===== src/logic/iq_pkg.sv =====
package iq_pkg;

    // ------------------------------
    // widths
    // ------------------------------
    localparam int XLEN  = 32;
    localparam int TAG_W = 6;

    typedef logic [XLEN-1:0]  word_t;
    typedef logic [TAG_W-1:0] tag_t;

    // ------------------------------
    // alu opcodes
    // ------------------------------
    typedef enum logic [2:0] {
        ALU_ADD = 3'd0,
        ALU_SUB = 3'd1,
        ALU_AND = 3'd2,
        ALU_OR  = 3'd3,
        ALU_XOR = 3'd4,
        // shift amount is the low 5 bits of src1
        ALU_SLL = 3'd5,
        ALU_SRL = 3'd6,
        // signed compare, result is 1 or 0
        ALU_SLT = 3'd7
    } alu_op_t;

    // ------------------------------
    // structs
    // ------------------------------

    // one source, present when valid is set, otherwise waiting on tag
    typedef struct packed {
        logic  valid;
        tag_t  tag;
        word_t data;
    } operand_t;

    // per-instruction state held in a queue slot
    typedef struct packed {
        alu_op_t  op;
        tag_t     dst;
        operand_t src0;
        operand_t src1;
    } uop_t;

    // one broadcast of a finished result
    typedef struct packed {
        logic  valid;
        tag_t  tag;
        word_t data;
    } bus_t;

    // capture bus data into an awaited source on a tag match
    function automatic operand_t wakeup(operand_t src, bus_t bus);
        operand_t res;
        res = src;
        if (!src.valid && bus.valid && (bus.tag == src.tag)) begin
            res.valid = 1'b1;
            res.data  = bus.data;
        end
        return res;
    endfunction

endpackage


===== src/logic/iq_entry.sv =====
`timescale 1ns/1ps

module iq_entry import iq_pkg::*; #(
    parameter int AGE_BITS = 3
) (
    input  logic                clk,
    input  logic                rst_i,
    input  logic                flush_i,
    input  logic                alloc_i,
    input  uop_t                alloc_uop_i,
    input  logic                grant_i,
    input  bus_t                cdb_i,
    input  bus_t                self_i,
    output logic                occupied_o,
    output logic                ready_o,
    output logic [AGE_BITS-1:0] age_o,
    output uop_t                uop_o
);

    logic                occupied_q;
    logic [AGE_BITS-1:0] age_q;
    uop_t                uop_q;
    operand_t            src0_nxt;
    operand_t            src1_nxt;

    // ------------------------------
    // occupancy
    // ------------------------------
    always_ff @(posedge clk) begin
        if (rst_i || flush_i) begin
            occupied_q <= 1'b0;
        end else if (alloc_i) begin
            occupied_q <= 1'b1;
        end else if (grant_i) begin
            occupied_q <= 1'b0;
        end
    end

    // ------------------------------
    // wakeup snoop
    // ------------------------------

    // external bus first, own result second, both are checked every cycle
    assign src0_nxt = wakeup(wakeup(uop_q.src0, cdb_i), self_i);
    assign src1_nxt = wakeup(wakeup(uop_q.src1, cdb_i), self_i);

    always_ff @(posedge clk) begin
        if (alloc_i) begin
            uop_q <= alloc_uop_i;
        end else begin
            uop_q.src0 <= src0_nxt;
            uop_q.src1 <= src1_nxt;
        end
    end

    // ------------------------------
    // age
    // ------------------------------

    // saturating count of cycles spent waiting
    always_ff @(posedge clk) begin
        if (rst_i || flush_i) begin
            age_q <= '0;
        end else if (alloc_i) begin
            age_q <= '0;
        end else if (occupied_q && (age_q != '1)) begin
            age_q <= age_q + 1'b1;
        end
    end

    assign occupied_o = occupied_q;
    assign ready_o    = occupied_q && uop_q.src0.valid && uop_q.src1.valid;
    assign age_o      = age_q;
    assign uop_o      = uop_q;

    // ------------------------------
    // checks
    // ------------------------------

    // allocator only targets empty slots, selector only ready ones
    a_alloc_grant_excl: assert property (
        @(posedge clk) disable iff (rst_i)
        !(alloc_i && grant_i)
    ) else $error("entry allocated and granted in the same cycle");

    a_grant_needs_ready: assert property (
        @(posedge clk) disable iff (rst_i)
        grant_i |-> ready_o
    ) else $error("entry granted while not ready");

endmodule


===== config.mk =====
export PLATFORM = sky130hd
export DESIGN_NAME = iq_entry
export DESIGN_NICKNAME = d
export VERILOG_FILES = /design/src/logic/iq_pkg.sv /design/src/logic/iq_entry.sv
export SDC_FILE = /design/constraint.sdc
export NUM_CORES = 1
export LEC_CHECK = 0
export ABC_CLOCK_PERIOD_IN_PS = 4150
export BUFFER_PORTS_ARGS = -buffer_cell sky130_fd_sc_hd__buf_2
export CAP_MARGIN = 15
export CORE_MARGIN = 1
export CORE_UTILIZATION = 45
export DETAILED_ROUTE_END_ITERATION = 8
export GPL_TIMING_DRIVEN = 0
export HOLD_SLACK_MARGIN = 0.05
export PLACE_DENSITY_LB_ADDON = 0.3
export SLEW_MARGIN = 20
export SYNTH_ARGS = -nofsm -noshare
export SYNTH_HDL_FRONTEND = slang
export SYNTH_SLANG_ARGS = --single-unit

===== constraint.sdc =====
create_clock -name clk -period 4.15 [get_ports clk]
set_input_delay 0.83 -clock clk [delete_from_list [all_inputs] [get_ports clk]]
set_output_delay 0.83 -clock clk [all_outputs]
set_load 0.02 [all_outputs]

==> flow_metrics.env <==
export IMPL_status="finished clean"
export IMPL_peakVddDrop_mv=0.200
export IMPL_layout_common_cells="buf_2, edfxtp_1, nor3_1"
export IMPL_yosys_top_cells_area="edfxtp_1, a221o_1, nor3_1, nor2b_1, nand2b_1"
export IMPL_first_iter_violations=284
export IMPL_synth_top_area_frac=0.542
export IMPL_post_place_ws_ps=520
export IMPL_clk_latency_ps=360
export IMPL_synth_nets=554
export IMPL_synth_seq_cells=91
export IMPL_cts_root_buffer="clkbuf_8"
export IMPL_p_seq_frac=0.516
export IMPL_cp_start_kind="primary input"
export IMPL_r2r_end="uop_o[47]"
export IMPL_drive_above_1_share=0.442
export IMPL_multi_input_area_sq_um=1840
export IMPL_power_switching_uw=571
export IMPL_fmax_ghz=0.312
export IMPL_diodes=0
export IMPL_met1_usage=0.315
export IMPL_area_growth_pct=37.1
export IMPL_hp_start="age_o[1]"
export IMPL_combPwrFrac=0.198
export IMPL_post_cts_buffers=0
export IMPL_crit_slowest_cell="nor4_2"
export IMPL_period_minus_slack_ps=3200
export IMPL_busiest_layer="met2"
export IMPL_grt_pass1_wl_mm=23.0
export IMPL_route_vias_total=4458
export IMPL_postSynthCellCount=382
export IMPL_clock_sinks=91
export IMPL_drt_wl_total_mm=15.1
export IMPL_numCtsBuffers=9
export IMPL_antenna_found_initial=0
export IMPL_worst_slew_pin_slew_ps=957
export IMPL_path_cells="buf_2 > xor2_1 > nor4_2 > clkbuf_1 > nor2_1 > o21bai_4 > buf_16"
export IMPL_cp_arrival_ps=3270
export IMPL_portBuffers=261
export IMPL_r2r_slack_ps=1010
export IMPL_nFillCells=794
export IMPL_die_width_microns=104
export IMPL_drc=0
export IMPL_critical_path_class="primary input to register"
export IMPL_layout_commonest_cell="buf_2"
export IMPL_synth_area_sq_um=4710
export IMPL_p_per_area_nw_per_um2=333
export IMPL_path_delay_family="simple AND/OR/NAND/NOR gates"
export IMPL_final_antenna_net_count=0
export IMPL_hold_viol=0
export IMPL_r2r_start="uop_o[72]"
export IMPL_hold_buffers=0
export IMPL_initial_core_util=0.473
export IMPL_slew_viol_final=0
export IMPL_gp_congestion=0.859
export IMPL_finalClockSkew_ps=11.1
export IMPL_power_total_uw=2150
export IMPL_grt_max_degree=23
export IMPL_track_usage=0.276
export IMPL_gr_total_overflow=0
export IMPL_yosysWarnings=0
export IMPL_rsz0062_at_grt="false"
export IMPL_synthDistinctLibCells=27
export IMPL_syn_area_per_cell_sq_um=12.3
export IMPL_finalSetupViolations=0
export IMPL_seq_area_sq_um=2670
export IMPL_reg2regPathDepth=6
export IMPL_grtUsageMet3=0.0570
export IMPL_crit_buf_inv=3
export IMPL_cp_max_fo=17
export IMPL_nets=828
export IMPL_grt_pass1_vias=4528
export IMPL_hold_class="register to register"
export IMPL_p_leak_uw=0.00269
export IMPL_ys_seq_area_frac=0.567
export IMPL_p_int_uw=1580
export IMPL_critical_path_startpoint="cdb_i[33]"
export IMPL_finalCritPeriodShare=0.772
export IMPL_ios=262
export IMPL_rows=36
export IMPL_die_area_sq_um=10900
export IMPL_cts_tree="done"
export IMPL_hold_path_endpoint="age_o[1]"
export IMPL_drt_pre_antenna_iters=5
export IMPL_cts_htree_levels=3
export IMPL_required_ps=4220
export IMPL_yosysTopAreaCell="edfxtp_1"
export IMPL_cts_buffer_depth=2
export IMPL_worstSetupEndpointType="register"
export IMPL_drt_wirelength_per_cell_microns=19.0
export IMPL_clk_pin_slew_ps=90
export IMPL_dp_hpwl_mm=11.5
export IMPL_cts_resized=0
export IMPL_coreArea_sq_um=9950
export IMPL_max_stage_delay_ps=840
export IMPL_hold_depth=2
export IMPL_maxCapViolations=0
export IMPL_die_h_microns=104
export IMPL_avgViaCountPerCell=5.61
export IMPL_switching_share=0.266
export IMPL_layout_setup_ws_ps=947
export IMPL_slew_headroom=0.357
export IMPL_grt_util_met2=0.493
export IMPL_p_clk_frac=0.287
==> Yosys cell counts, drive strengths merged <==
cell type and instances:
edfxtp 85, nor3 67, a221o 64, nor2b 33, nand2b 32, clkbuf 25
xnor2 17, buf 12, xor2 8, dfxtp 6, nor2 5, nand4 4
nor4 4, a21oi 3, inv 3, ha 2, mux2i 2, nand2 2
o21bai 2, or2 2, or4 2, and3 1, or3 1
==> flip-flops by register name, indices dropped and copies added, names as in the netlist <==
register and count:
occupied_o 1, uop_o 87, age_o 3
==> kinds of logic (layout without fill, tap and decap cells) <==
kind of cell,Yosys count,count (layout),share of synthesized area
xor+xnor,25,25,0.0465
fa+ha+maj,2,2,0.00531
simple gates,153,153,0.187
compound gates,69,69,0.142
flops,91,91,0.567
mux,2,2,0.00425
buf+inv,40,319,0.0480
==> area by class of cell <==
type / instances / share of cell area
Tap cell: 133 / 0.0258
Inverter: 3 / 0.00174
Timing Repair Buffer: 263 / 0.211
Buffer: 37 / 0.0333
Clock inverter: 2 / 0.00542
Multi-Input combinational cell: 251 / 0.284
Clock buffer: 14 / 0.0252
Sequential cell: 91 / 0.414
==> per-layer routing <==
layer  part of all wire  vias up
li1                   -     2050
met1               0.37     2072
met2               0.51      293
met3              0.090       43
met4              0.030        0
met5                  0        -
==> power groups by stage <==
| stage | sequential, uW | combinational, uW | clock [uW] |
|---|---|---|---|
| 3_3_place_gp | 1130 | 408 | 0 |
| 2_1_floorplan | 1220 | 140 | 0 |
| 4_1_cts | 1110 | 426 | 611 |
| 3_5_place_dp | 1130 | 425 | 0 |
| 5_1_grt | 1120 | 454 | 636 |
| 6_report | 1110 | 425 | 617 |
==> worst max path at each step <==
stage                           end  slack [ps]  cells after the start
final                     uop_o[47]         950                      7
after global routing      uop_o[40]         720                      8
after CTS                 uop_o[70]         920                      7
after detailed placement   uop_o[5]         520                      6
after global placement    uop_o[44]       -1100                      7
after floorplan           uop_o[39]         310                      5
==> tightest hold or removal path, delay by kind of cell, from the launching register on <==
family           cells  cell delay (ps)
and+or+nand+nor      1               80
muxes                1               70
DFF                  1              360
==> per-stage QoR <==
stage / setup TNS, ps / area, sq um / std cells / util / hold WS, ps
after floorplan: 0 / 4710 / 382 / - / 597
after global placement: -68670 / 6190 / 776 / 0.621 / 503
after detailed placement: 0 / 6260 / 778 / 0.629 / 526
after CTS: 0 / 6460 / 794 / 0.649 / 544
after global routing: 0 / 6460 / 794 / 0.649 / 565
final: 0 / 6460 / 794 / 0.649 / 541
Power figures use the tool's default switching activity.
