**config.mk**
```make
export PLATFORM = sky130hd
export DESIGN_NAME = iq_alu
export DESIGN_NICKNAME = d
export VERILOG_FILES = /design/src/logic/iq_pkg.sv /design/src/logic/iq_alu.sv
export SDC_FILE = /design/constraint.sdc
export NUM_CORES = 1
export LEC_CHECK = 0
export BUFFER_PORTS_ARGS = -buffer_cell sky130_fd_sc_hd__buf_2
export CAP_MARGIN = 20
export CORE_ASPECT_RATIO = 0.75
export CORE_UTILIZATION = 25
export DETAILED_ROUTE_END_ITERATION = 8
export PLACE_DENSITY = 0.5
export SKIP_CTS_REPAIR_TIMING = 1
export SYNTH_ARGS = -nofsm -noshare
export SYNTH_HDL_FRONTEND = slang
export SYNTH_SLANG_ARGS = --single-unit
```
**constraint.sdc**
```tcl
create_clock -name clk -period 6.9 [get_ports clk]
set_input_delay 1.38 -clock clk [delete_from_list [all_inputs] [get_ports clk]]
set_output_delay 1.38 -clock clk [all_outputs]
set_load 0.05 [all_outputs]
```
**src/logic/iq_pkg.sv**
```systemverilog
package iq_pkg;

    // ------------------------------
    // widths
    // ------------------------------
    localparam int XLEN  = 32;
    localparam int TAG_W = 6;

    typedef logic [XLEN-1:0]  word_t;
    typedef logic [TAG_W-1:0] tag_t;

    // ------------------------------
    // alu opcodes
    // ------------------------------
    typedef enum logic [2:0] {
        ALU_ADD = 3'd0,
        ALU_SUB = 3'd1,
        ALU_AND = 3'd2,
        ALU_OR  = 3'd3,
        ALU_XOR = 3'd4,
        // shift amount is the low 5 bits of src1
        ALU_SLL = 3'd5,
        ALU_SRL = 3'd6,
        // signed compare, result is 1 or 0
        ALU_SLT = 3'd7
    } alu_op_t;

    // ------------------------------
    // structs
    // ------------------------------

    // one source, present when valid is set, otherwise waiting on tag
    typedef struct packed {
        logic  valid;
        tag_t  tag;
        word_t data;
    } operand_t;

    // per-instruction state held in a queue slot
    typedef struct packed {
        alu_op_t  op;
        tag_t     dst;
        operand_t src0;
        operand_t src1;
    } uop_t;

    // one broadcast of a finished result
    typedef struct packed {
        logic  valid;
        tag_t  tag;
        word_t data;
    } bus_t;

    // capture bus data into an awaited source on a tag match
    function automatic operand_t wakeup(operand_t src, bus_t bus);
        operand_t res;
        res = src;
        if (!src.valid && bus.valid && (bus.tag == src.tag)) begin
            res.valid = 1'b1;
            res.data  = bus.data;
        end
        return res;
    endfunction

endpackage

```
**src/logic/iq_alu.sv**
```systemverilog
`timescale 1ns/1ps

module iq_alu import iq_pkg::*; (
    input  logic clk,
    input  logic rst_i,
    input  logic flush_i,
    input  logic issue_i,
    input  uop_t issue_uop_i,
    input  logic fifo_ready_i,
    output logic accept_o,
    output bus_t result_o
);

    word_t a;
    word_t b;
    word_t alu_res;
    bus_t  result_q;

    // ------------------------------
    // datapath
    // ------------------------------
    assign a = issue_uop_i.src0.data;
    assign b = issue_uop_i.src1.data;

    always_comb begin
        unique case (issue_uop_i.op)
            ALU_ADD: alu_res = a + b;
            ALU_SUB: alu_res = a - b;
            ALU_AND: alu_res = a & b;
            ALU_OR:  alu_res = a | b;
            ALU_XOR: alu_res = a ^ b;
            ALU_SLL: alu_res = a << b[4:0];
            ALU_SRL: alu_res = a >> b[4:0];
            ALU_SLT: alu_res = ($signed(a) < $signed(b)) ? word_t'(1) : word_t'(0);
            default: alu_res = '0;
        endcase
    end

    // ------------------------------
    // result register
    // ------------------------------

    // room when empty or draining this cycle
    assign accept_o = !result_q.valid || fifo_ready_i;

    always_ff @(posedge clk) begin
        if (rst_i || flush_i) begin
            result_q.valid <= 1'b0;
        end else if (issue_i) begin
            result_q.valid <= 1'b1;
        end else if (fifo_ready_i) begin
            result_q.valid <= 1'b0;
        end
    end

    always_ff @(posedge clk) begin
        if (issue_i) begin
            result_q.tag  <= issue_uop_i.dst;
            result_q.data <= alu_res;
        end
    end

    assign result_o = result_q;

    // ------------------------------
    // checks
    // ------------------------------

    // a held result must not change until the fifo takes it
    a_hold_under_bp: assert property (
        @(posedge clk) disable iff (rst_i)
        (result_q.valid && !fifo_ready_i && !flush_i) |=> $stable(result_q)
    ) else $error("result changed under back-pressure");

endmodule

```
==> flow_summary.toml, run 1 <==
[synthesis]
synth-seq-area-share_pct = 12.58
synth-compound-area-share_pct = 33.24
synthSimpleGateAreaFrac_pct = 16.25
synth_fa_ha_area_share_pct = 13.58
netlist_area_um2 = 9233
synth-xor-area-share_pct = 2.277
synth_top_family_by_area = "compound AO/OA/AOI/OAI gates"
synth_top_area_share_pct = 13.15
yosysUniqueCellTypes = 88
ys.flop_type = "edfxtp_1"
syn_inst = 1233
synth_top_cell_by_area = "ha_1"
synth_nets = 1424
synthTopCellsByArea = "ha_1 (13%), edfxtp_1 (12%), mux4_2 (7.6%)"
synthMuxAreaShare_pct = 13.38
synth_edf_count = 38
yosys_warnings = 0
ys_async_sr_fraction_pct = 0
synth_seq_cells = 39
syn_area_per_cell_um2 = 7.488

[worst_setup_path]
cp_data_arrival_time_ps = 4940
cpMostUsedCell = "o211ai_1"
end_kind = "flip-flop"
crit_type = "in2reg"
critPathMaxStageDelay_ps = 620
cpMaxStageDelayCell = "a211oi_1"
crit_chain = "buf_2, inv_1, ha_1, o21bai_1, o211ai_1, a311oi_2, o211ai_1, a211oi_1, a41oi_1, o221a_2, mux2i_1, o211ai_1"
cp-start-kind = "input port"
crit_path_max_fanout = 11
worstPathRequired_ps = 6940

[pwr]
swShare_pct = 50.72
seq_power_share_pct = 20.8
combPwrFrac_pct = 62.2
p_leak_nw = 4.312
internal_power_uw = 718.0
switchingPower_uw = 738.8
p_clk_share_pct = 17.0
powerDensity_nw_per_um2 = 141.4
irDropWorstVdd_mv = 0.08847

[timing]
fin_crit_ps = 4894
rsz0062_at_grt = "no"
fmax_mhz = 204.3
worstMarginPinSlew_ps = 992.1
final-hold-violation-count = 0
finalSetupViolations = 0
relSlewSlack_pct = 33.86
tns_ps = 0
maxSlewViolCount = 0
min_period_over_period_pct = 70.93
clock_skew_ps = 0

[flow_run]
drv_cap = 0

[routing]
initialDrtViolationCount = 1255
vias = 10290
first_pass_iters = 8
detail-route-antenna-nets = 0
totalWireLength_um = 42050
wl_per_cell_um = 23.70
drcViolationCount = 0
vias_per_cell = 5.801

[clocking]
clk_pin_slew_ps = 70
clock_latency_ps = 300
clock_path_buffers = 2
cts.sinks = 39
cts_tree = "yes"
cts_max_level = 2
clock-root-buffer = "clkbuf_16"
cts_made_buffers = 5

[finish]
layout_common_cells = "nor2_1 (137), a21oi_1 (128), buf_2 (117)"
drive_gt1_share_pct = 16.35
area_growth_pct = 11.59
finish.utilization_pct = 28.53
fill_cells = 3994
layout.nets = 1468
largest_register_ffs = 39
final_common_cell = "nor2_1"
antennaDiodeCount = 0

[hold_path]
hp-class = "reg2reg"

[grt]
antenna_found_initial = 0
grt_max_degree = 66
grt.overflow.total = 0
grt_pass1_wl_um = 61620
groute.usage.overall_pct = 21.72
grt_pass1_vias = 9511

[die]
io_pins = 132
die-area_um2 = 37710
core-area_um2 = 36110
chipWidth_um = 223.9
fp.dieH_um = 168.4
initial_core_util_pct = 25.57
num_rows = 60

[run_status]
status = "complete, no violations"

[place]
port_buffers = 117
place.gp.congestion = 1.015
hpwl_um = 33470
worst max-delay path: cells and delay by family:
kind	cells	cell delay [ps]
compound gates	8	2600
fa+ha+maj	1	360
buf+inv	2	440
mux	1	140
layout make-up:
type                    instances  area [um2]  area share (%)
clock buffers                   5       125.1           1.214
clock inverters                 3       20.02          0.1943
inverters                     105       394.1           3.826
multi-input cells             993        7276           70.62
flip-flops and latches         39        1161           11.27
well taps                     496       620.6           6.024
repair buffers                133       705.7           6.850
kinds of logic (layout without fill, tap and decap cells):
logic type,count (synthesis),after routing
simple gates,335,335
xor+xnor,24,24
fa+ha+maj,99,99
mux,83,83
compound gates,452,452
flops,39,39
buf+inv,201,246
path summary, 6_finish.rpt:
path                                     end            from  cells after the start  slack (ps)
worst min-delay path            result_o[38]    result_o[38]                      2         500
worst min register to register  result_o[38]    result_o[38]                      2         500
worst max register to register  result_o[38]    result_o[38]                      2        6210
worst max-delay path            result_o[31]  issue_uop_i[1]                     12        2010
stage by stage:
| stage | power [mW] | instance area (um2) | hold slack, ps | setup WS (ps) | cells |
|---|---|---|---|---|---|
| detailed placement | 1.187 | 10150 | 488.1 | 1800 | 1765 |
| finish | 1.457 | 10300 | 498.2 | 2006 | 1774 |
| floorplan | 0.9138 | 9233 | 1119 | 1936 | 1233 |
| global route | 1.534 | 10300 | 533.8 | 1883 | 1774 |
| CTS | 1.443 | 10300 | 501.3 | 2122 | 1773 |
| global placement | 1.186 | 10150 | 479.7 | 1746 | 1765 |
power groups by stage:
stage / Clock (mW) / Combinational, mW / Sequential (mW)
6_report: 0.248 / 0.905 / 0.303
5_1_grt: 0.264 / 0.963 / 0.307
4_1_cts: 0.257 / 0.882 / 0.304
3_5_place_dp: 0 / 0.878 / 0.309
3_3_place_gp: 0 / 0.877 / 0.309
2_1_floorplan: 0 / 0.501 / 0.413
metal layers:
metal / up-vias / share of wire [%] / global-route usage, %
met3: 47 / 13 / 6.318
met1: 4978 / 46 / 32.64
met2: 590 / 39 / 29.94
met4: 0 / 1.7 / 4.378
met5: - / 0 / 0
li1: 4676 / - / -
Yosys cell counts, types with 3 or more instances:
cell,instances
a2111oi_0,3
a211o_1,8
a211oi_1,17
a21boi_0,6
a21o_1,17
a21oi_1,128
a221o_1,7
a221oi_1,5
a222oi_1,22
a22oi_1,15
a311oi_1,5
a31oi_1,11
a41oi_1,3
and2_1,5
and3_1,7
buf_1,18
buf_2,32
clkbuf_1,44
edfxtp_1,38
ha_1,97
inv_1,103
mux2_2,13
mux2i_1,39
mux4_2,31
nand2_1,92
nand2b_1,9
nand3_1,22
nand4_1,3
nor2_1,138
nor2b_1,6
nor3_1,22
nor4_1,4
o2111ai_1,7
o211a_1,4
o211ai_1,34
o21a_1,9
o21ai_0,81
o21bai_1,8
o221ai_1,4
o22ai_1,14
o311ai_0,4
o31ai_1,7
or3_1,12
xnor2_1,20
xor2_1,4
Note: power is estimated with default switching activity, not from simulation.
==> run 2, diff against run 1 <==
- ABC_AREA: default -> 1
- PLACE_DENSITY: 0.5 -> 0.51
- clock period: 6.9 -> 4 ns (I/O delays scaled with it)
==> run 2 against run 1 <==
  * Core utilization fell by 0.39 points
  * Die area rose by 16%
  * Global-route usage rose by 3.1 points
  * Critical path depth rose by 4
  * Final area rose by 15%
  * Sequential power rose by 73%
  * Count of clock-buffer cells in the layout rose by 2
  * Synthesized area rose by 16%
  * Flip-flop and latch count did not move
  * Critical path type unchanged
==> flow_summary.toml, run 2 <==
[run_status]
status = "complete, no violations"

[synthesis]
synth_common_cells = "nand2_1 (575), nand3_1 (309), inv_1 (257)"
yosysUniqueCellTypes = 51
syn_inst = 1958
synthMuxAreaShare_pct = 0
synth-xor-area-share_pct = 0.6555
synth_top_area_share_pct = 20.19
synthTopCellsByArea = "nand2_1 (20%), nand3_1 (14%), ha_1 (11%)"
synth-compound-area-share_pct = 16.67
synth_top_cell_by_area = "nand2_1"
synth_seq_cells = 39
ys_async_sr_fraction_pct = 0
syn_area_per_cell_um2 = 5.459
synth_fa_ha_area_share_pct = 11.73
synthSimpleGateAreaFrac_pct = 45.83
ys.flop_type = "edfxtp_1"
yosys_warnings = 0
synth_edf_count = 38
yosysMostFrequentCell = "nand2_1"
synth_nets = 2149
netlist_area_um2 = 10690
synth-seq-area-share_pct = 10.86
synth_top_family_by_area = "simple AND/OR/NAND/NOR gates"

[grt]
groute.usage.overall_pct = 24.82
grt_max_degree = 72
grt.overflow.total = 0
grt_pass1_wl_um = 79500
grt_pass1_vias = 12150
antenna_found_initial = 0

[timing]
fmax_mhz = 306.6
finalSetupViolations = 0
final-hold-violation-count = 0
fin_crit_ps = 3262
rsz0062_at_grt = "no"
min_period_over_period_pct = 81.55
maxSlewViolCount = 0
relSlewSlack_pct = 32.56
tns_ps = 0
clock_skew_ps = 0
worstMarginPinSlew_ps = 1012

[flow_run]
drv_cap = 0

[clocking]
clk_pin_slew_ps = 70
clock_path_buffers = 2
cts.sinks = 39
clock_latency_ps = 310
cts_max_level = 2
cts_made_buffers = 5
cts_tree = "yes"
clock-root-buffer = "clkbuf_16"

[die]
core-area_um2 = 42130
io_pins = 132
fp.dieH_um = 181.1
chipWidth_um = 240.8
initial_core_util_pct = 25.37
die-area_um2 = 43600
num_rows = 65

[worst_setup_path]
crit_chain = "buf_2, ha_1, inv_1, fa_1, inv_1, nand3_1, nand3_1, nand2_1, nand2_1, nand2_1, nand2_1, nand2_1, nand3_1, nand2_1, nand2_1, nand3_1"
cp-start-kind = "input port"
critPathMaxStageDelay_ps = 390
cpMaxStageDelayCell = "fa_1"
end_kind = "flip-flop"
regToRegStartpoint = "result_o[38]"
cp_data_arrival_time_ps = 3240
crit_start = "issue_uop_i[0]"
crit_path_max_fanout = 10
crit_type = "in2reg"
worstPathRequired_ps = 3980
cpMostUsedCell = "nand2_1"

[place]
hpwl_um = 45620
place.gp.congestion = 1.055
dpl.cell_count = 2581
port_buffers = 117

[finish]
layout.nets = 2210
largest_register_ffs = 39
layout.cells.non_filler = 2589
antennaDiodeCount = 0
area_growth_pct = 10.91
drive_gt1_share_pct = 9.554
final_common_cell = "nand2_1"
layout_common_cells = "nand2_1 (575), nand3_1 (309), inv_1 (256)"

[pwr]
internal_power_mw = 1.191
p_leak_nw = 6.197
switchingPower_mw = 1.440
p_clk_share_pct = 15.9
irDropWorstVdd_mv = 0.1573
combPwrFrac_pct = 64.2
swShare_pct = 54.74
seq_power_share_pct = 19.9
powerDensity_nw_per_um2 = 222.0

[hold_path]
min-delay-start = "rst_i"
hp-class = "in2reg"

[routing]
wl_per_cell_um = 21.17
drcViolationCount = 0
detail-route-antenna-nets = 0
initialDrtViolationCount = 1971
first_pass_iters = 5
totalWireLength_um = 54810
vias = 13640
vias_per_cell = 5.267
## run 2: changes by cell type after synthesis, moves of 20 or more
cell | before | now
nand2_1 | 92 | 575
nand3_1 | 22 | 309
inv_1 | 103 | 257
nor2_1 | 138 | 191
mux2i_1 | 39 | 0
mux4_2 | 31 | 0
clkbuf_1 | 44 | 16
nand4_1 | 3 | 28
a222oi_1 | 22 | 0
buf_2 | 32 | 53
xnor2_1 | 20 | 0
## run 2: layer usage
layer | share of wire (%) | track usage, % | up-vias | wire, um
li1 | - | - | 6527 | -
met1 | 48 | 38.41 | 6298 | 26550
met2 | 40 | 35.10 | 757 | 21880
met3 | 9.6 | 4.171 | 54 | 5248
met4 | 2.1 | 5.089 | 0 | 1134
met5 | 0 | 0 | - | 0
## run 2: logic make-up after synthesis
logic type,Yosys count
simple gates,1150
buf+inv,364
flops,39
xor+xnor,8
fa+ha+maj,99
compound gates,298
## run 2: path summary, 6_finish.rpt
check	cells after the start	end	slack, ps
max	16	result_o[18]	740
min	2	result_o[38]	650
max reg2reg	2	result_o[38]	3220
min reg2reg	2	result_o[38]	660
## run 2: stage by stage
stage | area (um2) | power (mW) | setup WS (ps) | utilization (%) | hold slack, ps
after floorplan | 10690 | 1.633 | 1064 | - | 759.5
after global placement | 11720 | 2.173 | 518.4 | 27.81 | 673.9
after detailed placement | 11720 | 2.174 | 521.2 | 27.81 | 717.9
after CTS | 11860 | 2.620 | 842.5 | 28.14 | 647.4
after global routing | 11860 | 2.818 | 621.2 | 28.14 | 647.8
final | 11860 | 2.631 | 738.1 | 28.14 | 653.9
## run 2: power by group through the flow
stage / registers (mW) / clock network [mW] / logic [mW]
after detailed placement: 0.533 / 0 / 1.64
after global placement: 0.531 / 0 / 1.64
after global routing: 0.529 / 0.459 / 1.83
final: 0.523 / 0.419 / 1.69
after floorplan: 0.707 / 0 / 0.926
after CTS: 0.524 / 0.446 / 1.65
## run 2: worst max-delay path, delay by kind of cell
| family | cells | cell delay, ps |
|---|---|---|
| and+or+nand+nor | 11 | 1300 |
| buffers and inverters | 3 | 430 |
| adders and majority gates | 2 | 710 |
## run 2: final cells by class
cell class / count / area, um2
clock inverters: 1 / 5.005
clock buffers: 7 / 132.6
repair buffers: 147 / 823.3
multi-input cells: 1555 / 8004
flip-flops and latches: 39 / 1161
well taps: 569 / 711.9
fillers: 5006 / 30270
inverters: 271 / 1017
==> run 3, diff against run 2 <==
- ABC_AREA: 1 -> 0
- PLACE_DENSITY: 0.51 -> 0.5
- clock period: 4 -> 3.1 ns (I/O delays scaled with it)
==> run 3 against run 2 <==
  * The run now ends with setup timing left
  * Critical endpoint is now result_o[24]
  * Sequential power increased by 31%
  * Register-to-register slack got worse by 830 ps
  * Critical path depth is 2 lower
  * Clock skew unchanged
  * Global-route usage fell by 0.26 points
  * Sequential share of layout area down 1.2 points
  * Combinational power grew 62%
  * Largest power group unchanged
==> flow_summary.toml, run 3 (synthesized netlist as in run 1, its figures left out) <==
[place]
place.gp.congestion = 1.021
hpwl_um = 39690
dpl_cell_area_um2 = 12860
port_buffers = 117
dpl.cell_count = 2106

[timing]
min_period_over_period_pct = 110.4
fin_crit_ps = 3422
finalSetupViolations = 12
clock_skew_ps = 0
maxSlewViolCount = 0
final-hold-violation-count = 0
relSlewSlack_pct = 33.60
fmax_mhz = 292.2
worstMarginPinSlew_ps = 988.4
rsz0062_at_grt = "yes"
setup_ws_ps = -322.3

[finish]
area_growth_pct = 47.09
antennaDiodeCount = 0
drive_gt1_share_pct = 37.53
fin_area_um2 = 13580
layout_common_cells = "buf_4 (353), nor2_1 (138), a21oi_1 (121)"
largest_register_ffs = 39
layout.cells.non_filler = 2124
final_common_cell = "buf_4"
fill_cells = 3807
layout.nets = 1818

[grt]
groute.usage.overall_pct = 24.56
antenna_found_initial = 2
gr-usage-met2_pct = 35.67
grt.overflow.total = 0
grt_pass1_vias = 10760
grt_max_degree = 70
use_met1_pct = 37.64
busiest_layer = "met1"
use_met3_pct = 4.066
grt_pass1_wl_um = 69900

[worst_setup_path]
crit_path_max_fanout = 3
regToRegStartpoint = "result_o[38]"
r2r_cells = 2
crit_type = "in2reg"
worstPathRequired_ps = 3130
r2r-end = "result_o[38]"
rrSetupSlack_ps = 2390
cp-start-kind = "input port"
end_kind = "flip-flop"
cp_data_arrival_time_ps = 3450

[pwr]
seq_power_share_pct = 17.0
swShare_pct = 46.28
switchingPower_mw = 1.872
p_leak_nw = 6.146
irDropWorstVdd_mv = 0.1788
powerDensity_nw_per_um2 = 297.9
combPwrFrac_pct = 67.7
internal_power_mw = 2.173
p_total_mw = 4.045
p_clk_share_pct = 15.3

[routing]
wl_per_cell_um = 22.70
detail-route-antenna-nets = 0
drcViolationCount = 0
vias = 11560
initialDrtViolationCount = 1370
totalWireLength_um = 48210
vias_per_cell = 5.444
first_pass_iters = 7

[die]
die-area_um2 = 37710
fp.dieH_um = 168.4
num_rows = 60
io_pins = 132
initial_core_util_pct = 25.57
chipWidth_um = 223.9
core-area_um2 = 36110

[flow_run]
drv_cap = 0

[clocking]
cts_max_level = 2
clock_path_buffers = 2
cts.sinks = 39
clock_latency_ps = 290
cts_tree = "yes"
clock-root-buffer = "clkbuf_16"
clk_pin_slew_ps = 70
cts_made_buffers = 5

[hold_path]
holdPathEnd = "result_o[38]"
min-delay-start = "flush_i"
hp-class = "in2reg"
hold-path-cell-count = 2

[run_status]
violations = "setup timing"
status = "complete, but fails checks"
run 3: changes by cell type in the layout (fill, tap and decap cells not counted), sizes merged, moves of 25 or more:
cell,before,now
inv,269,103
buf,147,478
nand2,577,92
nor2,193,139
nand4,28,3
nand3,312,22
mux2i,0,39
mux4,0,31
run 3: worst max path at each step:
stage | startpoint | to | cells after the start
6_report | issue_uop_i[39] | result_o[24] | 14
3_5_place_dp | issue_uop_i[0] | result_o[0] | 12
5_1_grt | issue_uop_i[39] | result_o[24] | 14
3_3_place_gp | issue_uop_i[0] | result_o[0] | 12
4_1_cts | issue_uop_i[0] | result_o[0] | 12
2_1_floorplan | issue_uop_i[2] | result_o[31] | 16
run 3: layer usage:
metal  share of wire [%]  wire [um]
met5               0.027         13
met1                  48      23360
met3                 9.3       4486
met4                 1.9        916
met2                  40      19430
run 3: layout make-up:
class	instances	area, um2	area share (%)
multi-input combinational	993	7701	56.71
timing repair buffer	483	3525	25.95
sequential	39	1161	8.550
tap	496	620.6	4.570
inverter	105	404.1	2.976
clock buffer	5	125.1	0.9213
clock inverter	3	43.79	0.3225
run 3: power by group through the flow:
| stage | logic (mW) | registers [mW] | clock network, mW |
|---|---|---|---|
| 3_3_place_gp | 2.55 | 0.699 | 0 |
| 2_1_floorplan | 1.15 | 0.918 | 0 |
| 3_5_place_dp | 2.55 | 0.699 | 0 |
| 5_1_grt | 2.89 | 0.693 | 0.645 |
| 4_1_cts | 2.56 | 0.688 | 0.628 |
| 6_report | 2.74 | 0.687 | 0.619 |
run 3: worst max-delay path: stages:
cell and delay (ps):
buf_8 90, inv_6 30, ha_4 160, fa_2 420, o21bai_4 160, a211oi_4 90
a2111oi_4 470, a21oi_2 120, o41a_1 480, o211ai_2 300, buf_4 170, a21oi_2 50
xnor2_1 180, o211ai_1 120
run 3: metrics by stage:
stage | hold WS (ps) | utilization, % | setup WS (ps) | TNS, ps
final | 481.2 | 37.61 | -322.3 | -1683
after global routing | 495.8 | 37.61 | -384.0 | -3211
after CTS | 480.0 | 36.08 | -330.3 | -2894
after detailed placement | 520.3 | 35.62 | -637.7 | -10640
after global placement | 488.4 | 35.62 | -726.6 | -10010
after floorplan | 692.8 | - | -387.1 | -3839
