`config.mk`:
```
export PLATFORM = sky130hd
export DESIGN_NAME = iq_dispatch
export DESIGN_NICKNAME = d
export VERILOG_FILES = /design/src/logic/iq_pkg.sv /design/src/logic/iq_dispatch.sv
export SDC_FILE = /design/constraint.sdc
export NUM_CORES = 1
export LEC_CHECK = 0
export ABC_AREA = 1
export BUFFER_PORTS_ARGS = -buffer_cell sky130_fd_sc_hd__buf_4
export CAP_MARGIN = 30
export CORE_AREA = 2 2 86 88
export DETAILED_ROUTE_END_ITERATION = 7
export DIE_AREA = 0 0 88 90
export GPL_ROUTABILITY_DRIVEN = 0
export PLACE_DENSITY = 0.66
export SYNTH_ARGS = -nofsm -noshare
export SYNTH_HDL_FRONTEND = slang
export SYNTH_SLANG_ARGS = --single-unit
```
`constraint.sdc`:
```
create_clock -name vclk -period 2.35
set_clock_uncertainty 0.1 [all_clocks]
set_input_delay 0.47 -clock vclk [all_inputs]
set_output_delay 0.47 -clock vclk [all_outputs]
set_load 0.05 [all_outputs]
```
`src/logic/iq_pkg.sv`:
```
package iq_pkg;

    // ------------------------------
    // widths
    // ------------------------------
    localparam int XLEN  = 32;
    localparam int TAG_W = 6;

    typedef logic [XLEN-1:0]  word_t;
    typedef logic [TAG_W-1:0] tag_t;

    // ------------------------------
    // alu opcodes
    // ------------------------------
    typedef enum logic [2:0] {
        ALU_ADD = 3'd0,
        ALU_SUB = 3'd1,
        ALU_AND = 3'd2,
        ALU_OR  = 3'd3,
        ALU_XOR = 3'd4,
        // shift amount is the low 5 bits of src1
        ALU_SLL = 3'd5,
        ALU_SRL = 3'd6,
        // signed compare, result is 1 or 0
        ALU_SLT = 3'd7
    } alu_op_t;

    // ------------------------------
    // structs
    // ------------------------------

    // one source, present when valid is set, otherwise waiting on tag
    typedef struct packed {
        logic  valid;
        tag_t  tag;
        word_t data;
    } operand_t;

    // per-instruction state held in a queue slot
    typedef struct packed {
        alu_op_t  op;
        tag_t     dst;
        operand_t src0;
        operand_t src1;
    } uop_t;

    // one broadcast of a finished result
    typedef struct packed {
        logic  valid;
        tag_t  tag;
        word_t data;
    } bus_t;

    // capture bus data into an awaited source on a tag match
    function automatic operand_t wakeup(operand_t src, bus_t bus);
        operand_t res;
        res = src;
        if (!src.valid && bus.valid && (bus.tag == src.tag)) begin
            res.valid = 1'b1;
            res.data  = bus.data;
        end
        return res;
    endfunction

endpackage

```
`src/logic/iq_dispatch.sv`:
```
`timescale 1ns/1ps

module iq_dispatch import iq_pkg::*; #(
    parameter int IQ_SIZE = 4
) (
    input  logic               clk,
    input  logic               rst_i,
    input  logic               disp_valid_i,
    input  uop_t               disp_uop_i,
    input  logic [IQ_SIZE-1:0] occupied_i,
    input  bus_t               cdb_i,
    output logic [IQ_SIZE-1:0] alloc_o,
    output uop_t               alloc_uop_o,
    output logic               entry_ready_o
);

    logic [IQ_SIZE-1:0] free_first;

    // ------------------------------
    // free slot search
    // ------------------------------

    // queue can take one more while any slot is empty
    assign entry_ready_o = ~&occupied_i;

    // one-hot of the lowest empty slot
    always_comb begin
        logic found;
        found      = 1'b0;
        free_first = '0;
        for (int i = 0; i < IQ_SIZE; i++) begin
            if (!occupied_i[i] && !found) begin
                free_first[i] = 1'b1;
                found         = 1'b1;
            end
        end
    end

    assign alloc_o = disp_valid_i ? free_first : '0;

    // ------------------------------
    // same-cycle bus capture
    // ------------------------------

    // the entry only starts snooping next cycle, so a broadcast
    // landing on the dispatch cycle is caught here
    always_comb begin
        alloc_uop_o      = disp_uop_i;
        alloc_uop_o.src0 = wakeup(disp_uop_i.src0, cdb_i);
        alloc_uop_o.src1 = wakeup(disp_uop_i.src1, cdb_i);
    end

    // ------------------------------
    // checks
    // ------------------------------

    // upstream must respect the full indication
    a_no_disp_when_full: assert property (
        @(posedge clk) disable iff (rst_i)
        disp_valid_i |-> entry_ready_o
    ) else $error("dispatch while queue full, occupied=%h", occupied_i);

endmodule

```
==> qor.tcl, run 1 <==
set qor(rsz0062_at_grt) {false}
set qor(via_per_inst) 4.43
set qor(final-seq-area_um2) 0
set qor(cellLeakagePower_nw) 1.87
set qor(preCtsSetupSlack_ns) 0.0611
set qor(netlist.area_leader.share_pct) 38.4
set qor(setup.worst_path.class) {in -> out}
set qor(first_iter_violations) 92
set qor(synth.avg_cell_area_um2) 5.01
set qor(multi_input_gate_area_um2) 1150
set qor(grt.total_usage_pct) 17.1
set qor(cts.hold.buffers_added) 0
set qor(busiest_layer) {met2}
set qor(die_height_um) 90
set qor(post_syn_instances) 306
set qor(num-nets-final) 620
set qor(first_pass_grt_wire_length_um) 11300
set qor(ys_warn_count) 0
set qor(worst_ep_required_time_ns) 1.78
set qor(holdCritStartpoint) {disp_uop_i[81]}
set qor(placeableCoreArea_um2) 7020
set qor(worstSetupEndpointType) {output pin}
set qor(grt_util_met2_pct) 31.6
set qor(synth.yosys.seq_area_share_pct) 0
set qor(max-vdd-ir-drop_mv) 0.0828
set qor(worst_hold_path.num_cells) 0
set qor(finalWorstPathRequiredPeriod_ns) 2.23
set qor(totalNegativeSetupSlack_ns) 0
set qor(pwr_density_cell_nw_per_um2) 256
set qor(gr-usage-met3_pct) 2.39
set qor(dr_total_vias) 2588
set qor(postRouteWirelength_um) 7620
set qor(worstPathArrival_ns) 1.66
set qor(grt_antenna_before_repair) 0
set qor(placed_cells) 581
set qor(placement_rows) 31
set qor(hold_path_end) {alloc_uop_o[81]}
set qor(design.portCount) 225
set qor(grt_max_degree) 34
set qor(fmaxAchievable_mhz) 448
set qor(use_met1_pct) 21.2
set qor(overflow) 0
set qor(worst_hold_slack_ns) 0.840
set qor(antenna_left) 0
set qor(syn-cell-area_um2) 1530
set qor(worstHoldPathType) {in -> out}
set qor(drc_violations) 0
set qor(drv_cap) 0
set qor(sequential_cell_total) 0
set qor(drive_gt1_share_pct) 48.2
set qor(fin_ws_ns) 0.119
set qor(layout_overhead_on_the_synthesized_area_pct) 102
set qor(worst_pin_slew_ns) 0.241
set qor(fillers) 772
set qor(die_w_um) 88
set qor(critical_path.startpoint_type) {input port}
set qor(route.detailed.wl_per_inst_um) 13.1
set qor(initial_utilization_pct) 21.8
set qor(synth.top_cells.by_area) {sky130_fd_sc_hd__nand2_1 38%, sky130_fd_sc_hd__nand4_1 13%, sky130_fd_sc_hd__buf_4 12%}
set qor(slew_limit_fails) 0
set qor(report.final.setup_viol) 0
set qor(period_share_pct) 94.9
set qor(yosysUniqueCellTypes) 20
set qor(port-buffer-count) 205
set qor(postSynthNetCount) 439
set qor(path_max_fanout) 11
set qor(place.detailed.hpwl_um) 6310
set qor(drt_pre_antenna_iters) 4
set qor(vias_in_the_first_global_route) 2325
set qor(post_layout_nonfiller_instances) 584
set qor(n_clock_buffer) 0
set qor(n_antenna_cell) 0
set qor(fp.dieArea_um2) 7920
set qor(slew_margin_rel_pct) 83.8
set qor(final_hold_viol_count) 0
set qor(result_of_the_run) {finished, final reports clean}
set qor(synth_top_area_cell) {sky130_fd_sc_hd__nand2_1}
## repair_timing
item                       4_1_cts  5_1_grt
buffers inserted                 0        1
setup endpoints to repair        0       32
resized for setup                0        3
## per-stage QoR
| step | cell area, um2 | power, mW | utilization, % |
|---|---|---|---|
| floorplan | 1530 | 0.500 | - |
| global placement | 3030 | 0.782 | 43.2 |
| detailed placement | 3030 | 0.787 | 43.2 |
| CTS | 3030 | 0.789 | 43.2 |
| global route | 3100 | 0.841 | 44.2 |
| finish | 3100 | 0.795 | 44.2 |
## critical path, cell delays in order
cell	delay, ns
sky130_fd_sc_hd__buf_4	0.11
sky130_fd_sc_hd__inv_1	0.06
sky130_fd_sc_hd__nand2_1	0.06
sky130_fd_sc_hd__nor2_2	0.11
sky130_fd_sc_hd__nand2_2	0.07
sky130_fd_sc_hd__nor2_4	0.12
sky130_fd_sc_hd__buf_12	0.15
sky130_fd_sc_hd__clkbuf_16	0.16
sky130_fd_sc_hd__nand3_1	0.08
sky130_fd_sc_hd__nand2_1	0.07
sky130_fd_sc_hd__buf_4	0.19
## layout make-up
class / instances / area share [%]
inverter: 21 / 2.54
multi-input combinational: 244 / 37.0
tap: 99 / 3.99
timing repair buffer: 220 / 56.5
## cells in the mapped netlist
library cell,count
sky130_fd_sc_hd__nand3_1,35
sky130_fd_sc_hd__clkinv_1,1
sky130_fd_sc_hd__buf_2,9
sky130_fd_sc_hd__nand2_4,1
sky130_fd_sc_hd__nor2_8,1
sky130_fd_sc_hd__o21ai_1,2
sky130_fd_sc_hd__nand2_2,1
sky130_fd_sc_hd__nand3_4,1
sky130_fd_sc_hd__nand3_2,1
sky130_fd_sc_hd__inv_1,17
sky130_fd_sc_hd__nor2_1,4
sky130_fd_sc_hd__inv_2,3
sky130_fd_sc_hd__nor3b_1,1
sky130_fd_sc_hd__nand2_1,157
sky130_fd_sc_hd__nand4_1,33
sky130_fd_sc_hd__nor2_2,1
sky130_fd_sc_hd__buf_6,9
sky130_fd_sc_hd__xor2_1,1
sky130_fd_sc_hd__buf_4,24
sky130_fd_sc_hd__nor2_4,4
## placed cells by master, fill, tap and decap left out, types with 2 or more instances in the layout
master / instances
sky130_fd_sc_hd__nand4_1: 33
sky130_fd_sc_hd__o21ai_1: 2
sky130_fd_sc_hd__nor2_4: 4
sky130_fd_sc_hd__buf_6: 2
sky130_fd_sc_hd__buf_4: 211
sky130_fd_sc_hd__nand2_1: 157
sky130_fd_sc_hd__buf_12: 6
sky130_fd_sc_hd__inv_1: 17
sky130_fd_sc_hd__nand3_1: 35
sky130_fd_sc_hd__inv_2: 3
sky130_fd_sc_hd__nor2_1: 4
## logic make-up (layout without fill, tap and decap cells)
| kind of cell | count (synthesis) | after routing | share of synthesized area (%) |
|---|---|---|---|
| AND/OR/NAND/NOR | 240 | 241 | 72.4 |
| buffers and inverters | 63 | 241 | 26.4 |
| XOR/XNOR | 1 | 1 | 0.571 |
| AO/OA/AOI/OAI | 2 | 2 | 0.653 |
## how the worst max path moves through the flow
stage,from,end,depth (start not counted)
floorplan,disp_valid_i,alloc_o[3],2
global placement,disp_uop_i[77],alloc_uop_o[66],10
detailed placement,disp_uop_i[77],alloc_uop_o[39],10
CTS,disp_uop_i[77],alloc_uop_o[39],10
global route,disp_uop_i[75],alloc_uop_o[41],11
finish,disp_uop_i[77],alloc_uop_o[56],11
## power by group
group | internal, mW | leakage [nW] | switching, mW | total [mW]
Sequential | 0 | 0 | 0 | 0
Clock | 0 | 0 | 0 | 0
Combinational | 0.306 | 1.87 | 0.489 | 0.795
## per-layer routing
metal  wire length, um  vias up  share of wire [%]
met5                 0        -                  0
met4               104        0                1.4
met3               628       14                8.2
met2              4020      109                 53
met1              2870     1140                 38
li1                  -     1325                  -
Power figures use the tool's default switching activity.
==> run 2, diff against run 1 <==
Settings changed: BUFFER_PORTS_ARGS -buffer_cell sky130_fd_sc_hd__buf_4 to -buffer_cell sky130_fd_sc_hd__buf_2.
==> qor.tcl, run 2 (synthesis gave the netlist of run 1 again) <==
set qor(power.switching_fraction_pct) 68.4
set qor(drt_pre_antenna_iters) 4
set qor(result_of_the_run) {finished, final reports clean}
set qor(cts.hold.buffers_added) 0
set qor(pwr-share-seq_pct) 0
set qor(summed_area_of_non_filler_cells_in_the_final_layout_um2) 2730
set qor(path_max_fanout) 16
set qor(fmaxAchievable_mhz) 439
set qor(max-vdd-ir-drop_mv) 0.101
set qor(n_antenna_cell) 0
set qor(first_iter_violations) 88
set qor(initial_utilization_pct) 21.8
set qor(finalWorstPathRequiredPeriod_ns) 2.28
set qor(slew_limit_fails) 0
set qor(first_pass_grt_wire_length_um) 10400
set qor(pwr_density_cell_nw_per_um2) 262
set qor(worst_ep_required_time_ns) 1.78
set qor(final-seq-area_um2) 0
set qor(overflow) 0
set qor(die_w_um) 88
set qor(dr_total_vias) 2614
set qor(slew_margin_rel_pct) 82.3
set qor(via_per_inst) 4.43
set qor(port-buffer-count) 205
set qor(worst_pin_slew_ns) 0.268
set qor(worstHoldPathType) {in -> out}
set qor(n_clock_buffer) 0
set qor(postRouteWirelength_um) 7250
set qor(period_share_pct) 96.9
set qor(design.portCount) 225
set qor(critical_path.startpoint_type) {input port}
set qor(worstPathArrival_ns) 1.71
set qor(final_common_cell) {sky130_fd_sc_hd__buf_2}
set qor(setup.worst_path.class) {in -> out}
set qor(place.detailed.hpwl_um) 5840
set qor(pwr-share-clk_pct) 0
set qor(sequential_cell_total) 0
set qor(cp-endpoint) {alloc_uop_o[40]}
set qor(layout_overhead_on_the_synthesized_area_pct) 77.8
set qor(internal_power_mw) 0.226
set qor(report.final.setup_viol) 0
set qor(preCtsSetupSlack_ns) -0.0150
set qor(share_comb_of_total_power_pct) 100.0
set qor(antenna_left) 0
set qor(power.switching_mw) 0.489
set qor(commonest_cells_after_routing_fill_and_taps_aside) {174 x sky130_fd_sc_hd__buf_2, 157 x sky130_fd_sc_hd__nand2_1, 35 x sky130_fd_sc_hd__nand3_1, 33 x sky130_fd_sc_hd__nand4_1, 27 x sky130_fd_sc_hd__buf_4}
set qor(placement_rows) 31
set qor(placeableCoreArea_um2) 7020
set qor(fin_ws_ns) 0.0732
set qor(drc_violations) 0
set qor(fp.dieArea_um2) 7920
set qor(drv_cap) 0
set qor(vias_in_the_first_global_route) 2231
set qor(grt_antenna_before_repair) 0
set qor(final_hold_viol_count) 0
set qor(worstSetupEndpointType) {output pin}
set qor(num-nets-final) 626
set qor(grt_max_degree) 34
set qor(postPlaceCellArea_um2) 2520
set qor(cellLeakagePower_nw) 1.75
set qor(grt.total_usage_pct) 15.7
set qor(drive_gt1_share_pct) 48.9
set qor(route.detailed.wl_per_inst_um) 12.3
set qor(cp-startpoint) {disp_uop_i[74]}
set qor(die_height_um) 90
[run 2: changes by cell type in the layout (fill, tap and decap cells not counted)]
cell	change
sky130_fd_sc_hd__buf_12	+1
sky130_fd_sc_hd__buf_2	+174
sky130_fd_sc_hd__buf_4	-184
sky130_fd_sc_hd__buf_6	+3
sky130_fd_sc_hd__clkbuf_16	-1
sky130_fd_sc_hd__clkbuf_4	+13
sky130_fd_sc_hd__nand2_4	-1
sky130_fd_sc_hd__nand2_8	+1
[run 2: cell type report]
| cell class | count | area, um2 |
|---|---|---|
| multi-input cells | 244 | 1160 |
| repair buffers | 226 | 1370 |
| inverters | 21 | 78.8 |
| fillers | 788 | 4290 |
| well taps | 99 | 124 |
[run 2: per-stage QoR]
stage | TNS (ns) | total power [mW] | std cells | util, % | hold WS (ns)
3_5_place_dp | -0.0399 | 0.678 | 582 | 36.0 | 0.840
6_report | 0 | 0.715 | 590 | 38.9 | 0.840
2_1_floorplan | 0 | 0.500 | 306 | - | 1.01
4_1_cts | -0.0204 | 0.680 | 582 | 36.0 | 0.840
3_3_place_gp | 0 | 0.673 | 582 | 36.0 | 0.840
5_1_grt | -0.0247 | 0.759 | 590 | 38.9 | 0.840
[run 2: worst min path at each step]
stage                   startpoint         endpoint  slack [ns]  cells after the start
floorplan           disp_uop_i[32]  alloc_uop_o[32]        1.01                      1
global placement    disp_uop_i[84]  alloc_uop_o[84]        0.84                      0
detailed placement  disp_uop_i[84]  alloc_uop_o[84]        0.84                      0
CTS                 disp_uop_i[84]  alloc_uop_o[84]        0.84                      0
global route        disp_uop_i[86]  alloc_uop_o[86]        0.84                      0
finish              disp_uop_i[81]  alloc_uop_o[81]        0.84                      0
[run 2: worst max-delay path, stage by stage]
cell and delay (ns):
sky130_fd_sc_hd__buf_2 0.10, sky130_fd_sc_hd__inv_1 0.07, sky130_fd_sc_hd__nand2_1 0.05, sky130_fd_sc_hd__nand2_1 0.06, sky130_fd_sc_hd__clkinv_1 0.06, sky130_fd_sc_hd__nand2_2 0.07, sky130_fd_sc_hd__nor2_4 0.04, sky130_fd_sc_hd__buf_12 0.14
sky130_fd_sc_hd__buf_12 0.13, sky130_fd_sc_hd__nand2_8 0.13, sky130_fd_sc_hd__nand2_1 0.06, sky130_fd_sc_hd__nand2_1 0.05, sky130_fd_sc_hd__buf_2 0.25
[run 2: timing repair]
action | 4_1_cts | 5_1_grt
setup endpoints to repair | 4 | 33
gates cloned | 0 | 1
hold endpoints to repair | 0 | 0
pin swaps | 0 | 2
buffers inserted | 0 | 7
resized for setup | 1 | 54
[run 2: power by group through the flow]
| stage | clock network (mW) | registers, mW | logic, mW |
|---|---|---|---|
| after detailed placement | 0 | 0 | 0.678 |
| after CTS | 0 | 0 | 0.680 |
| after global placement | 0 | 0 | 0.673 |
| final | 0 | 0 | 0.715 |
| after floorplan | 0 | 0 | 0.500 |
| after global routing | 0 | 0 | 0.759 |
[run 2: per-layer routing]
layer	part of all wire, %	vias up	track usage (%)
li1	-	1339	-
met1	40	1153	18.7
met2	52	114	30.5
met5	0	-	0
met3	7.1	8	1.19
met4	0.81	0	1.79
==> run 3, diff against run 2 <==
--- a/config.mk
+++ b/config.mk
@@ -13,4 +13,5 @@
 export DIE_AREA = 0 0 88 90
 export GPL_ROUTABILITY_DRIVEN = 0
+export GPL_TIMING_DRIVEN = 0
 export PLACE_DENSITY = 0.66
 export SYNTH_ARGS = -nofsm -noshare
==> constraint.sdc (replaced) <==
create_clock -name vclk -period 2.35
set_clock_uncertainty 0.1 [all_clocks]
set_input_delay 0.235 -clock vclk [all_inputs]
set_output_delay 0.235 -clock vclk [all_outputs]
set_load 0.05 [all_outputs]
==> qor.tcl, run 3 (synthesis gave the netlist of run 1 again) <==
set qor(report.final.setup_viol) 0
set qor(die_w_um) 88
set qor(period_share_pct) 79.3
set qor(result_of_the_run) {finished, final reports clean}
set qor(fmaxAchievable_mhz) 536
set qor(sequential_cell_total) 0
set qor(fin_ws_ns) 0.485
set qor(post_layout_nonfiller_instances) 619
set qor(final-seq-area_um2) 0
set qor(max-vdd-ir-drop_mv) 0.0830
set qor(post_layout_power_mw) 0.723
set qor(final_hold_viol_count) 0
set qor(placed_cells) 619
set qor(final_common_cell) {sky130_fd_sc_hd__buf_2}
set qor(vias_in_the_first_global_route) 2327
set qor(critical_path.startpoint_type) {input port}
set qor(drc_violations) 0
set qor(num-nets-final) 655
set qor(postCtsResizedCells) 0
set qor(summed_area_of_non_filler_cells_in_the_final_layout_um2) 2730
set qor(grt_util_met2_pct) 30.9
set qor(port-buffer-count) 214
set qor(worstPathArrival_ns) 1.53
set qor(gr-usage-met3_pct) 0.918
set qor(grt.total_usage_pct) 16.0
set qor(drv_cap) 0
set qor(busiest_layer) {met2}
set qor(layout_overhead_on_the_synthesized_area_pct) 77.9
set qor(place.detailed.hpwl_um) 6160
set qor(postPlaceCellArea_um2) 2730
set qor(n_antenna_cell) 0
set qor(die_height_um) 90
set qor(cts_setup_buffers) 0
set qor(final_core_utilization_pct) 38.9
set qor(grt_max_degree) 11
set qor(postRouteWirelength_um) 7000
set qor(worst_hold_slack_ns) 0.671
set qor(route.detailed.wl_per_inst_um) 11.3
set qor(drt_pre_antenna_iters) 4
set qor(first_pass_grt_wire_length_um) 10700
set qor(worstHoldPathType) {in -> out}
set qor(worstSetupEndpointType) {output pin}
set qor(fp.dieArea_um2) 7920
set qor(holdCritStartpoint) {disp_uop_i[85]}
set qor(totalNegativeSetupSlack_ns) 0
set qor(dr_total_vias) 2591
set qor(fillers) 818
set qor(placeableCoreArea_um2) 7020
set qor(grt_antenna_before_repair) 0
set qor(placement_rows) 31
set qor(worst_ep_required_time_ns) 2.02
set qor(first_iter_violations) 80
set qor(pwr_density_cell_nw_per_um2) 265
set qor(drive_gt1_share_pct) 51.7
set qor(use_met1_pct) 19.7
set qor(preCtsSetupSlack_ns) 0.429
set qor(finalWorstPathRequiredPeriod_ns) 1.86
set qor(cellLeakagePower_nw) 1.84
set qor(hold_path_end) {alloc_uop_o[85]}
set qor(design.portCount) 225
set qor(commonest_cells_after_routing_fill_and_taps_aside) {223 x sky130_fd_sc_hd__buf_2, 157 x sky130_fd_sc_hd__nand2_1, 35 x sky130_fd_sc_hd__nand3_1, 33 x sky130_fd_sc_hd__nand4_1, 24 x sky130_fd_sc_hd__buf_4}
set qor(initial_utilization_pct) 21.8
set qor(antenna_left) 0
set qor(cts.hold.buffers_added) 0
set qor(worst_hold_path.num_cells) 2
set qor(cp-startpoint) {cdb_i[32]}
set qor(worst_pin_slew_ns) 0.265
set qor(slew_limit_fails) 0
set qor(slew_margin_rel_pct) 82.4
set qor(rsz0062_at_grt) {false}
set qor(n_clock_buffer) 0
set qor(overflow) 0
set qor(setup.worst_path.class) {in -> out}
set qor(path_max_fanout) 10
set qor(via_per_inst) 4.19
[run 3: cell types whose count changed in the layout (fill, tap and decap cells not counted), sizes merged]
| cell | previous run | this run |
|---|---|---|
| buf | 213 | 256 |
| nand2 | 160 | 159 |
| clkbuf | 13 | 0 |
[run 3: report_power, final]
group / internal (mW) / switching [mW] / total (mW) / leakage [nW]
Sequential: 0 / 0 / 0 / 0
Clock: 0 / 0 / 0 / 0
Combinational: 0.214 / 0.509 / 0.723 / 1.84
[run 3: final cells by class]
class	instances	area, um2	share of cell area [%]
multi-input cells	243	1130	41.4
plain buffers	42	327	12.0
inverters	21	78.8	2.89
well taps	99	124	4.54
repair buffers	214	1070	39.2
[run 3: worst max-delay path by stage]
stage | end | slack [ns] | depth (start not counted)
3_3_place_gp | alloc_uop_o[1] | 0.46 | 9
6_report | alloc_uop_o[1] | 0.49 | 9
2_1_floorplan | alloc_o[3] | 0.54 | 2
4_1_cts | alloc_uop_o[1] | 0.43 | 9
3_5_place_dp | alloc_uop_o[1] | 0.43 | 9
5_1_grt | alloc_uop_o[21] | 0.34 | 9
[run 3: routing by layer]
| metal | routed length (um) | part of all wire [%] | vias up |
|---|---|---|---|
| met3 | 425 | 6.1 | 6 |
| met2 | 3580 | 51 | 109 |
| met1 | 2940 | 42 | 1080 |
| li1 | - | - | 1396 |
| met4 | 48 | 0.69 | 0 |
| met5 | 0 | 0 | - |
[run 3: worst max-delay path, stage by stage]
cell and delay, ns:
sky130_fd_sc_hd__buf_2 0.10, sky130_fd_sc_hd__inv_1 0.05, sky130_fd_sc_hd__nand2_1 0.05, sky130_fd_sc_hd__nand2_1 0.08, sky130_fd_sc_hd__nor2_4 0.24, sky130_fd_sc_hd__buf_2 0.26, sky130_fd_sc_hd__nand4_1 0.16, sky130_fd_sc_hd__nand2_1 0.09
sky130_fd_sc_hd__buf_2 0.26
